$ cat config.mk
export PLATFORM = sky130hd
export DESIGN_NAME = request_block_2ch
export DESIGN_NICKNAME = d
export VERILOG_FILES = /design/src/design/arb_pkg.sv /design/src/design/tcdm_req_pkg.sv /design/src/design/chan_mux2.sv /design/src/design/request_block_2ch.sv /design/src/design/rr_arb_tree.sv
export SDC_FILE = /design/constraint.sdc
export NUM_CORES = 1
export LEC_CHECK = 0
export ABC_CLOCK_PERIOD_IN_PS = 2250
export BUFFER_PORTS_ARGS = -buffer_cell sky130_fd_sc_hd__buf_2
export CAP_MARGIN = 30
export CELL_PAD_IN_SITES_DETAIL_PLACEMENT = 1
export CELL_PAD_IN_SITES_GLOBAL_PLACEMENT = 1
export CORE_AREA = 2 2 217 219
export DETAILED_ROUTE_END_ITERATION = 6
export DIE_AREA = 0 0 219 221
export GPL_ROUTABILITY_DRIVEN = 0
export GPL_TIMING_DRIVEN = 0
export PLACE_DENSITY = 0.49
export SLEW_MARGIN = 20
export SYNTH_ARGS = -nofsm -noshare
export SYNTH_HDL_FRONTEND = slang
export SYNTH_HIERARCHICAL = 1
export SYNTH_SLANG_ARGS = --single-unit
export TNS_END_PERCENT = 1
$ cat constraint.sdc
create_clock -name clk -period 2.25 [get_ports clk]
set_clock_uncertainty 0.2 [all_clocks]
set_input_delay 0 -clock clk [delete_from_list [all_inputs] [get_ports clk]]
set_output_delay 0 -clock clk [all_outputs]
set_load 0.01 [all_outputs]
$ cat src/design/arb_pkg.sv
// Arbitration state shared by the channel mux and its checkers
package arb_pkg;

    // Round-robin flag of the two-channel mux
    // Holds the channel that wins when both channels request
    typedef enum logic
    {
        SEL_CH0 = 1'b0,
        SEL_CH1 = 1'b1
    } chan_sel_e;

endpackage : arb_pkg

$ cat src/design/tcdm_req_pkg.sv
// Request-side definitions shared by the interconnect blocks and the testbench
package tcdm_req_pkg;

    // Default widths of the memory port
    localparam int unsigned DEF_ADDR_WIDTH = 32;
    localparam int unsigned DEF_DATA_WIDTH = 32;

    // Write enable as carried on the bus, active low write
    typedef enum logic
    {
        OP_WRITE = 1'b0,
        OP_READ  = 1'b1
    } mem_op_e;

endpackage : tcdm_req_pkg

$ cat src/design/chan_mux2.sv
`timescale 1ns/10ps

module chan_mux2
    import tcdm_req_pkg::*, arb_pkg::*;
#(
    parameter int unsigned ADDR_WIDTH = 32,
    parameter int unsigned DATA_WIDTH = 32,
    parameter int unsigned ID_WIDTH   = 6
)
(
    input  logic                      clk,
    input  logic                      rst_n_i,

    // Channel 0 winner
    input  logic                      req_ch0_i,
    input  logic    [ADDR_WIDTH-1:0]  add_ch0_i,
    input  mem_op_e                   wen_ch0_i,
    input  logic    [DATA_WIDTH-1:0]  wdata_ch0_i,
    input  logic [DATA_WIDTH/8-1:0]   be_ch0_i,
    input  logic    [ID_WIDTH-1:0]    id_ch0_i,
    output logic                      stall_ch0_o,

    // Channel 1 winner
    input  logic                      req_ch1_i,
    input  logic    [ADDR_WIDTH-1:0]  add_ch1_i,
    input  mem_op_e                   wen_ch1_i,
    input  logic    [DATA_WIDTH-1:0]  wdata_ch1_i,
    input  logic [DATA_WIDTH/8-1:0]   be_ch1_i,
    input  logic    [ID_WIDTH-1:0]    id_ch1_i,
    output logic                      stall_ch1_o,

    // Memory port
    output logic                      req_o,
    output logic    [ADDR_WIDTH-1:0]  add_o,
    output mem_op_e                   wen_o,
    output logic    [DATA_WIDTH-1:0]  wdata_o,
    output logic [DATA_WIDTH/8-1:0]   be_o,
    output logic    [ID_WIDTH-1:0]    id_o,
    input  logic                      stall_i
);

    chan_sel_e           sel_q;
    logic                pick_ch1;

    // Flag flips on every accepted memory request
    always_ff @(posedge clk)
    begin
        if (!rst_n_i)
            sel_q <= SEL_CH0;
        else if (req_o && !stall_i)
            sel_q <= (sel_q == SEL_CH0) ? SEL_CH1 : SEL_CH0;
    end

    // Flag decides only on a conflict
    assign pick_ch1 = (req_ch0_i && req_ch1_i) ? (sel_q == SEL_CH1) : req_ch1_i;

    assign req_o   = req_ch0_i | req_ch1_i;
    assign add_o   = pick_ch1 ? add_ch1_i   : add_ch0_i;
    assign wen_o   = pick_ch1 ? wen_ch1_i   : wen_ch0_i;
    assign wdata_o = pick_ch1 ? wdata_ch1_i : wdata_ch0_i;
    assign be_o    = pick_ch1 ? be_ch1_i    : be_ch0_i;
    assign id_o    = pick_ch1 ? id_ch1_i    : id_ch0_i;

    // Back-pressure to the loser, or to the winner when memory stalls
    assign stall_ch0_o = req_ch0_i & (pick_ch1 | stall_i);
    assign stall_ch1_o = req_ch1_i & (~pick_ch1 | stall_i);

endmodule : chan_mux2

$ cat src/design/request_block_2ch.sv
`timescale 1ns/10ps

module request_block_2ch
    import tcdm_req_pkg::*;
#(
    parameter int unsigned  ADDR_WIDTH = DEF_ADDR_WIDTH,
    parameter int unsigned  DATA_WIDTH = DEF_DATA_WIDTH,
    parameter int unsigned  N_CH0      = 4,
    parameter int unsigned  N_CH1      = 2,
    localparam int unsigned ID_WIDTH   = N_CH0 + N_CH1,
    localparam int unsigned BE_WIDTH   = DATA_WIDTH / 8
)
(
    input  logic                                  clk,
    input  logic                                  rst_n_i,

    // Channel 0, cores
    input  logic    [N_CH0-1:0]                   req_ch0_i,
    input  logic    [N_CH0-1:0][ADDR_WIDTH-1:0]   add_ch0_i,
    input  mem_op_e [N_CH0-1:0]                   wen_ch0_i,
    input  logic    [N_CH0-1:0][DATA_WIDTH-1:0]   wdata_ch0_i,
    input  logic    [N_CH0-1:0][BE_WIDTH-1:0]     be_ch0_i,
    input  logic    [N_CH0-1:0][ID_WIDTH-1:0]     id_ch0_i,
    output logic    [N_CH0-1:0]                   stall_ch0_o,

    // Channel 1, DMA ports
    input  logic    [N_CH1-1:0]                   req_ch1_i,
    input  logic    [N_CH1-1:0][ADDR_WIDTH-1:0]   add_ch1_i,
    input  mem_op_e [N_CH1-1:0]                   wen_ch1_i,
    input  logic    [N_CH1-1:0][DATA_WIDTH-1:0]   wdata_ch1_i,
    input  logic    [N_CH1-1:0][BE_WIDTH-1:0]     be_ch1_i,
    input  logic    [N_CH1-1:0][ID_WIDTH-1:0]     id_ch1_i,
    output logic    [N_CH1-1:0]                   stall_ch1_o,

    // Memory port
    output logic                                  req_o,
    output logic    [ADDR_WIDTH-1:0]              add_o,
    output mem_op_e                               wen_o,
    output logic    [DATA_WIDTH-1:0]              wdata_o,
    output logic    [BE_WIDTH-1:0]                be_o,
    output logic    [ID_WIDTH-1:0]                id_o,
    input  logic                                  stall_i,

    // Response valid, steered back by one-hot ID
    input  logic                                  r_valid_i,
    input  logic    [ID_WIDTH-1:0]                r_id_i,
    output logic    [N_CH0-1:0]                   r_valid_ch0_o,
    output logic    [N_CH1-1:0]                   r_valid_ch1_o
);

    // Tree winners into the channel mux
    logic                   req_ch0;
    logic [ADDR_WIDTH-1:0]  add_ch0;
    mem_op_e                wen_ch0;
    logic [DATA_WIDTH-1:0]  wdata_ch0;
    logic [BE_WIDTH-1:0]    be_ch0;
    logic [ID_WIDTH-1:0]    id_ch0;
    logic                   stall_ch0;

    logic                   req_ch1;
    logic [ADDR_WIDTH-1:0]  add_ch1;
    mem_op_e                wen_ch1;
    logic [DATA_WIDTH-1:0]  wdata_ch1;
    logic [BE_WIDTH-1:0]    be_ch1;
    logic [ID_WIDTH-1:0]    id_ch1;
    logic                   stall_ch1;

    ////////////////////////////////////////////////////////////////////////////
    // Channel trees
    ////////////////////////////////////////////////////////////////////////////

    rr_arb_tree
    #(
        .N_MASTER   ( N_CH0       ),
        .ADDR_WIDTH ( ADDR_WIDTH  ),
        .DATA_WIDTH ( DATA_WIDTH  ),
        .ID_WIDTH   ( ID_WIDTH    )
    )
    u_tree_ch0
    (
        .clk        ( clk         ),
        .rst_n_i    ( rst_n_i     ),
        .req_i      ( req_ch0_i   ),
        .add_i      ( add_ch0_i   ),
        .wen_i      ( wen_ch0_i   ),
        .wdata_i    ( wdata_ch0_i ),
        .be_i       ( be_ch0_i    ),
        .id_i       ( id_ch0_i    ),
        .stall_o    ( stall_ch0_o ),
        .req_o      ( req_ch0     ),
        .add_o      ( add_ch0     ),
        .wen_o      ( wen_ch0     ),
        .wdata_o    ( wdata_ch0   ),
        .be_o       ( be_ch0      ),
        .id_o       ( id_ch0      ),
        .stall_i    ( stall_ch0   )
    );

    rr_arb_tree
    #(
        .N_MASTER   ( N_CH1       ),
        .ADDR_WIDTH ( ADDR_WIDTH  ),
        .DATA_WIDTH ( DATA_WIDTH  ),
        .ID_WIDTH   ( ID_WIDTH    )
    )
    u_tree_ch1
    (
        .clk        ( clk         ),
        .rst_n_i    ( rst_n_i     ),
        .req_i      ( req_ch1_i   ),
        .add_i      ( add_ch1_i   ),
        .wen_i      ( wen_ch1_i   ),
        .wdata_i    ( wdata_ch1_i ),
        .be_i       ( be_ch1_i    ),
        .id_i       ( id_ch1_i    ),
        .stall_o    ( stall_ch1_o ),
        .req_o      ( req_ch1     ),
        .add_o      ( add_ch1     ),
        .wen_o      ( wen_ch1     ),
        .wdata_o    ( wdata_ch1   ),
        .be_o       ( be_ch1      ),
        .id_o       ( id_ch1      ),
        .stall_i    ( stall_ch1   )
    );

    ////////////////////////////////////////////////////////////////////////////
    // Channel mux onto the memory port
    ////////////////////////////////////////////////////////////////////////////

    chan_mux2
    #(
        .ADDR_WIDTH  ( ADDR_WIDTH ),
        .DATA_WIDTH  ( DATA_WIDTH ),
        .ID_WIDTH    ( ID_WIDTH   )
    )
    u_chan_mux
    (
        .clk         ( clk        ),
        .rst_n_i     ( rst_n_i    ),
        .req_ch0_i   ( req_ch0    ),
        .add_ch0_i   ( add_ch0    ),
        .wen_ch0_i   ( wen_ch0    ),
        .wdata_ch0_i ( wdata_ch0  ),
        .be_ch0_i    ( be_ch0     ),
        .id_ch0_i    ( id_ch0     ),
        .stall_ch0_o ( stall_ch0  ),
        .req_ch1_i   ( req_ch1    ),
        .add_ch1_i   ( add_ch1    ),
        .wen_ch1_i   ( wen_ch1    ),
        .wdata_ch1_i ( wdata_ch1  ),
        .be_ch1_i    ( be_ch1     ),
        .id_ch1_i    ( id_ch1     ),
        .stall_ch1_o ( stall_ch1  ),
        .req_o       ( req_o      ),
        .add_o       ( add_o      ),
        .wen_o       ( wen_o      ),
        .wdata_o     ( wdata_o    ),
        .be_o        ( be_o       ),
        .id_o        ( id_o       ),
        .stall_i     ( stall_i    )
    );

    ////////////////////////////////////////////////////////////////////////////
    // Response valid routing
    ////////////////////////////////////////////////////////////////////////////

    // Low ID bits map to channel 0, the upper ones to channel 1
    assign r_valid_ch0_o = {N_CH0{r_valid_i}} & r_id_i[N_CH0-1:0];
    assign r_valid_ch1_o = {N_CH1{r_valid_i}} & r_id_i[ID_WIDTH-1:N_CH0];

endmodule : request_block_2ch

$ cat src/design/rr_arb_tree.sv
`timescale 1ns/10ps

module rr_arb_tree
    import tcdm_req_pkg::*;
#(
    parameter int unsigned N_MASTER   = 4,
    parameter int unsigned ADDR_WIDTH = 32,
    parameter int unsigned DATA_WIDTH = 32,
    parameter int unsigned ID_WIDTH   = 6
)
(
    input  logic                                 clk,
    input  logic                                 rst_n_i,

    // Master side
    input  logic    [N_MASTER-1:0]                   req_i,
    input  logic    [N_MASTER-1:0][ADDR_WIDTH-1:0]   add_i,
    input  mem_op_e [N_MASTER-1:0]                   wen_i,
    input  logic    [N_MASTER-1:0][DATA_WIDTH-1:0]   wdata_i,
    input  logic    [N_MASTER-1:0][DATA_WIDTH/8-1:0] be_i,
    input  logic    [N_MASTER-1:0][ID_WIDTH-1:0]     id_i,
    output logic    [N_MASTER-1:0]                   stall_o,

    // Winner towards the channel mux
    output logic                                 req_o,
    output logic    [ADDR_WIDTH-1:0]             add_o,
    output mem_op_e                              wen_o,
    output logic    [DATA_WIDTH-1:0]             wdata_o,
    output logic    [DATA_WIDTH/8-1:0]           be_o,
    output logic    [ID_WIDTH-1:0]               id_o,
    input  logic                                 stall_i
);

    localparam int unsigned BE_WIDTH = DATA_WIDTH / 8;
    localparam int unsigned LOG_N    = $clog2(N_MASTER);

    // Stage l holds the inputs of tree level l, stage LOG_N is the root output
    logic    [LOG_N:0][N_MASTER-1:0]                 req_s;
    logic    [LOG_N:0][N_MASTER-1:0][ADDR_WIDTH-1:0] add_s;
    mem_op_e [LOG_N:0][N_MASTER-1:0]                 wen_s;
    logic    [LOG_N:0][N_MASTER-1:0][DATA_WIDTH-1:0] wdata_s;
    logic    [LOG_N:0][N_MASTER-1:0][BE_WIDTH-1:0]   be_s;
    logic    [LOG_N:0][N_MASTER-1:0][ID_WIDTH-1:0]   id_s;
    logic    [LOG_N:0][N_MASTER-1:0]                 stall_s;

    logic    [LOG_N-1:0]                             cnt_q;

    ////////////////////////////////////////////////////////////////////////////
    // Round-robin counter
    ////////////////////////////////////////////////////////////////////////////

    // Moves only on an accepted root request, wraps at N_MASTER
    always_ff @(posedge clk)
    begin
        if (!rst_n_i)
            cnt_q <= '0;
        else if (req_o && !stall_i)
            cnt_q <= cnt_q + 1'b1;
    end

    ////////////////////////////////////////////////////////////////////////////
    // Tree levels
    ////////////////////////////////////////////////////////////////////////////

    assign req_s[0]   = req_i;
    assign add_s[0]   = add_i;
    assign wen_s[0]   = wen_i;
    assign wdata_s[0] = wdata_i;
    assign be_s[0]    = be_i;
    assign id_s[0]    = id_i;
    assign stall_o    = stall_s[0];

    for (genvar l = 0; l < LOG_N; l++)
    begin : g_level
        for (genvar k = 0; k < (N_MASTER >> (l + 1)); k++)
        begin : g_node
            logic req_lo;
            logic req_hi;
            logic sel_hi;

            assign req_lo = req_s[l][2*k];
            assign req_hi = req_s[l][2*k+1];

            // Counter bit breaks the tie, otherwise the lone requester goes through
            assign sel_hi = (req_lo && req_hi) ? cnt_q[l] : req_hi;

            assign req_s[l+1][k]   = req_lo | req_hi;
            assign add_s[l+1][k]   = sel_hi ? add_s[l][2*k+1]   : add_s[l][2*k];
            assign wen_s[l+1][k]   = sel_hi ? wen_s[l][2*k+1]   : wen_s[l][2*k];
            assign wdata_s[l+1][k] = sel_hi ? wdata_s[l][2*k+1] : wdata_s[l][2*k];
            assign be_s[l+1][k]    = sel_hi ? be_s[l][2*k+1]    : be_s[l][2*k];
            assign id_s[l+1][k]    = sel_hi ? id_s[l][2*k+1]    : id_s[l][2*k];

            // Loser is stalled, winner inherits the stall from above
            assign stall_s[l][2*k]   = req_lo & (sel_hi | stall_s[l+1][k]);
            assign stall_s[l][2*k+1] = req_hi & (~sel_hi | stall_s[l+1][k]);
        end
    end

    // Entries above the node count of each stage carry nothing
    for (genvar l = 1; l <= LOG_N; l++)
    begin : g_unused
        for (genvar k = (N_MASTER >> l); k < N_MASTER; k++)
        begin : g_tie
            assign req_s[l][k]   = 1'b0;
            assign add_s[l][k]   = '0;
            assign wen_s[l][k]   = OP_WRITE;
            assign wdata_s[l][k] = '0;
            assign be_s[l][k]    = '0;
            assign id_s[l][k]    = '0;
            assign stall_s[l][k] = 1'b0;
        end
    end

    ////////////////////////////////////////////////////////////////////////////
    // Root
    ////////////////////////////////////////////////////////////////////////////

    assign stall_s[LOG_N][0] = stall_i;

    assign req_o   = req_s[LOG_N][0];
    assign add_o   = add_s[LOG_N][0];
    assign wen_o   = wen_s[LOG_N][0];
    assign wdata_o = wdata_s[LOG_N][0];
    assign be_o    = be_s[LOG_N][0];
    assign id_o    = id_s[LOG_N][0];

endmodule : rr_arb_tree

-- Word level (Yosys, flattened, before mapping)
Index checks and enable logic that the tools add are counted.
W data, S select, Z words.
- output and inout port bits: 88
- word-level logic and storage cells: 79
- register bits after elaboration: 4
- input bits: 466
- multiplexer cells: 31
- bitwise gates (word level): 32
- add/sub/neg operators: 2
- reductions and logical operators: 11
- operators by type and width (kind ; number):
    $mux W32 ; 10
    $mux W6 ; 5
    $mux W4 ; 5
    $or A1 B1 Y1 ; 15
    $mux W1 ; 11
    $and A1 B1 Y1 ; 10
    $logic_and A1 B1 Y1 ; 8
    $not A1 Y1 ; 5
    $and A4 B4 Y4 ; 1
    $logic_not A1 Y1 ; 3
    $add A2 B1 Y2 const B ; 1
    $and A2 B2 Y2 ; 1
    $add A1 B1 Y1 const B ; 1

-- Logic depth before layout (Yosys ltp)
- depth after elaboration: 10
- mapped depth: 8
- gate-level depth less buffers: 7

-- By module
The synthesis kept the hierarchy.
- by module, submodules not included (module ; area an instance (sq um) ; times used ; seq. area each (sq um) ; cells each):
    rr_arb_tree at u_tree_ch0 ; 2646.3 ; 1 ; 40.0 ; 276
    chan_mux2 ; 1188.6 ; 1 ; 20.0 ; 95
    rr_arb_tree at u_tree_ch1 ; 1188.6 ; 1 ; 20.0 ; 95
    request_block_2ch ; 37.5 ; 1 ; 0.0 ; 6

-- Worst setup path after synthesis
Ideal clock, no wire load.
- kind: register -> output
- from: reg u_tree_ch0.cnt_q[0]
- to: out add_o[15]
- data arrival time: 1.503 ns
- stages on the path, launching flop included: 8
- slack: 0.547 ns
- buffers on the path: 3
- required time: 2.050 ns
- cells stage by stage: dfxtp_1 -> buf_2 -> o21ai_2 -> buf_4 -> buf_4 -> mux2i_1 -> mux2i_1 -> mux2_2
- cells in the longest elaborated chain, start to end: 4
- elaborated cells between the ends (all ways): 6
- those cells by class: mux (6)
- ends and longest elaborated chain (item ; RTL line ; source):
    start: declaration ; rr_arb_tree.sv:46 ; logic [LOG_N-1:0] cnt_q;
    start signal: assignment ; rr_arb_tree.sv:58 ; cnt_q <= cnt_q + 1'b1;
    $mux W1 ; rr_arb_tree.sv:85 ; assign sel_hi = (req_lo && req_hi) ? cnt_q[l] : req_hi;
    $mux W32 ; rr_arb_tree.sv:88 ; assign add_s[l+1][k] = sel_hi ? add_s[l][2*k+1] : add_s[l][2*k];
    $mux W32 (*) ; rr_arb_tree.sv:88 ;
    named net add_ch0[15] ; request_block_2ch.sv:53 ; logic [ADDR_WIDTH-1:0] add_ch0;
    $mux W32 (*) ; chan_mux2.sv:58 ; assign add_o = pick_ch1 ? add_ch1_i : add_ch0_i;
    end: declaration ; request_block_2ch.sv:37 ; output logic [ADDR_WIDTH-1:0] add_o,
The timed path passes the listed nets; every way through them passes the cells marked *.

-- Worst setup path in the final report
- from: reg u_tree_ch0.cnt_q[0]
- to: out wdata_o[16]
- cells in the longest elaborated chain, start to end: 4
- elaborated cells between the ends (all ways): 6
- those cells by class: mux (6)
- ends and longest elaborated chain (item ; RTL line ; source):
    $mux W1 ; rr_arb_tree.sv:85 ;
    $mux W32 ; rr_arb_tree.sv:90 ; assign wdata_s[l+1][k] = sel_hi ? wdata_s[l][2*k+1] : wdata_s[l][2*k];
    $mux W32 (*) ; rr_arb_tree.sv:90 ;
    named net wdata_ch0[16] ; request_block_2ch.sv:55 ; logic [DATA_WIDTH-1:0] wdata_ch0;
    $mux W32 (*) ; chan_mux2.sv:60 ; assign wdata_o = pick_ch1 ? wdata_ch1_i : wdata_ch0_i;
    end: declaration ; request_block_2ch.sv:39 ; output logic [DATA_WIDTH-1:0] wdata_o,
Marked as above.

==> results.txt <==
Remaining DRCs - 0
Hold Fails Final Rpt - 0
Synth cell types - 27
hpwl dp - 25.61 mm
status - complete, no violations
pre-CTS setup slack - -170.9 ps
Slew @ Worst Pin - 617.3 ps
leading cell type in the layout, fill and taps excluded - buf_2
arrival time at the worst endpoint - 2040 ps
Setup crit end kind - primary output
RSZ-0062 raised after global routing - true
worst r2r dst - u_tree_ch0/cnt_q[1]
row cnt - 79
Post-synth EDFFs - 0
syn avg cell area - 10.72 um2
r2r setup slk - 520 ps
clk slew on worst S/H paths - 30 ps
synthesized area - 0.005061 mm2
clk root buf - clkbuf_16
fillers - 5564
syn_nets - 938
drt first pass iters - 4
fmax - 446.3 MHz
worst vdd ir - 0.0001755 V
crit share post-route - 0.9958
Core Footprint - 0.04606 mm2
Pleak - 5.333 nW
Worst Setup SP - u_tree_ch0/cnt_q[0]
kind of critical path - reg2out
path depth of the worst reg2reg path - 5
Longest Clk Path Bufs - 2
Die H - 221 um
Async SR Flop Fraction - 0
initial antenna violation count - 1
Critical Path Fanout Max - 8
Routed WL - 30.25 mm
global-route wire length before repair - 41.38 mm
# setup viols final - 0
H-Tree Depth - 1
TritonCTS Buffers - 3
CTS tree - done
most frequent cells in the layout - 534 x buf_2, 210 x mux2i_1, 102 x mux2_4
register area share after synthesis - 0.01582
vias in the first global route - 6662
Via-to-Cell Ratio - 3.703
total number of vias - 6121
Routed Antenna Nets - 0
Total GRT Usage - 0.1116
clock sink count - 4
number of DRC markers in iteration 0 - 63
Skew-Pair Late Insertion Delay - 220 ps
max_cap viols - 0
slew margin rel. - 0.5869
# port buffers - 553
Worst R2R Start - u_chan_mux/sel_q
# nets final - 1513
PnR worst setup slack - 9.494 ps
# IOs - 554
Area growth, synth to finish - 85.46%
share of layout cells above drive strength 1 - 0.7522
min Tclk post-route - 2241 ps
largest net degree at the start of global routing - 11
pwr dens - 305.4 mW/mm2
Initial Util - 0.1099
grt total ovfl - 0
Final Slew Violations - 0
Synth Register Bits - 4
Worst setup endpoint - wdata_o[16]
Total Neg Setup Slack - 0 ps
Critical Path RT - 2050 ps
synth warn - 6
top_reg_cell synth - dfxtp_1
die area - 0.04840 mm2
Critical Path Source Type - flop
worst min path class - in2reg
die width - 219 um
wire per inst - 18.30 um
Post-Synthesis Cells - 472
-- kinds of logic (layout without fill, tap and decap cells) --
kind of cell    after synthesis  after routing  share of synthesized area
mux                         375            375                     0.8529
buf+inv                      48            621                    0.07614
xor+xnor                      1              1                   0.001731
simple gates                 26             26                    0.02794
compound gates               18             18                    0.02546
flops                         4              4                    0.01582
other cells                   0              1                          0
-- report_power, final --
part	leakage (nW)	switching, mW	internal [mW]
Sequential	0.0330	0.00687	0.0776
Clock	0.0370	0.0523	0.227
Combinational	5.26	1.04	1.46
Total	5.33	1.10	1.76
-- routing by layer --
layer / GRT usage / part of all wire / vias to the layer above
met5: 0 / 0 / -
met4: 0.01504 / 0.010 / 0
met3: 0.01993 / 0.073 / 14
met2: 0.2191 / 0.53 / 296
met1: 0.1255 / 0.39 / 2868
li1: - / - / 2943
-- layout make-up --
class	count	area, um2	share of cell area
multi-input combinational	420	4721	0.5029
timing repair buffer	570	3181	0.3388
tap	607	759.5	0.08091
buffer	42	545.5	0.05812
sequential	4	80.08	0.008531
clock buffer	3	75.07	0.007998
inverter	6	22.52	0.002399
antenna	1	2.502	0.0002666
-- worst min path at each step --
stage                          endpoint  slack, ps    startpoint  cells past startpoint
floorplan                stall_ch0_o[0]        -90  req_ch0_i[0]                      2
global placement       r_valid_ch1_o[0]         90     r_id_i[4]                      3
detailed placement     r_valid_ch0_o[2]        100     r_id_i[2]                      3
CTS                 u_tree_ch0/cnt_q[0]         30  req_ch0_i[0]                      4
global route        u_tree_ch0/cnt_q[0]         60  req_ch0_i[0]                      4
finish              u_tree_ch0/cnt_q[0]         40  req_ch0_i[0]                      4
-- registers in the layout (all words and copies together) (netlist names) --
name              flops
u_tree_ch0/cnt_q      2
u_chan_mux/sel_q      1
u_tree_ch1/cnt_q      1
-- worst max-delay path, stage by stage, from the launching register on --
cell	delay (ps)
dfxtp_1	290
buf_6	130
o21ai_4	180
buf_6	150
buf_12	150
buf_12	140
mux2i_4	240
mux2i_2	110
mux2_4	270
buf_6	120
-- Yosys cell counts (2+ instances only) --
master | count | share of area
and2_1 | 7 | 0.0087
buf_6 | 22 | 0.049
o21ai_2 | 3 | 0.0052
nor2_1 | 11 | 0.0082
buf_4 | 6 | 0.0089
mux2i_1 | 225 | 0.44
mux2_2 | 50 | 0.11
inv_1 | 3 | 0.0022
inv_2 | 3 | 0.0022
dfxtp_1 | 4 | 0.016
o21a_1 | 2 | 0.0030
or3_1 | 3 | 0.0037
buf_2 | 14 | 0.014
a21boi_0 | 4 | 0.0059
a21oi_1 | 2 | 0.0020
o21ai_0 | 3 | 0.0030
mux2_4 | 100 | 0.30
-- timing repair --
item / in CTS / in global routing
buffers inserted: 4 / 4
hold buffers: 3 / 0
pin swaps: 2 / 1
gates cloned: 0 / 6
resized for setup: 43 / 57
endpoints found under the setup margin: 71 / 64
hold endpoints to repair: 4 / 0
-- through the flow --
stage	instances	util	cell area, um2	hold WS (ps)	total power, mW
global route	1653	0.2038	9387	62.06	3.054
finish	1653	0.2038	9387	37.88	2.867
floorplan	472	-	5061	-89.11	1.408
global placement	1632	0.1865	8588	92.25	2.322
CTS	1642	0.1934	8907	28.74	2.711
detailed placement	1632	0.1865	8588	100.9	2.343
Note: power is estimated with default switching activity, not from simulation.
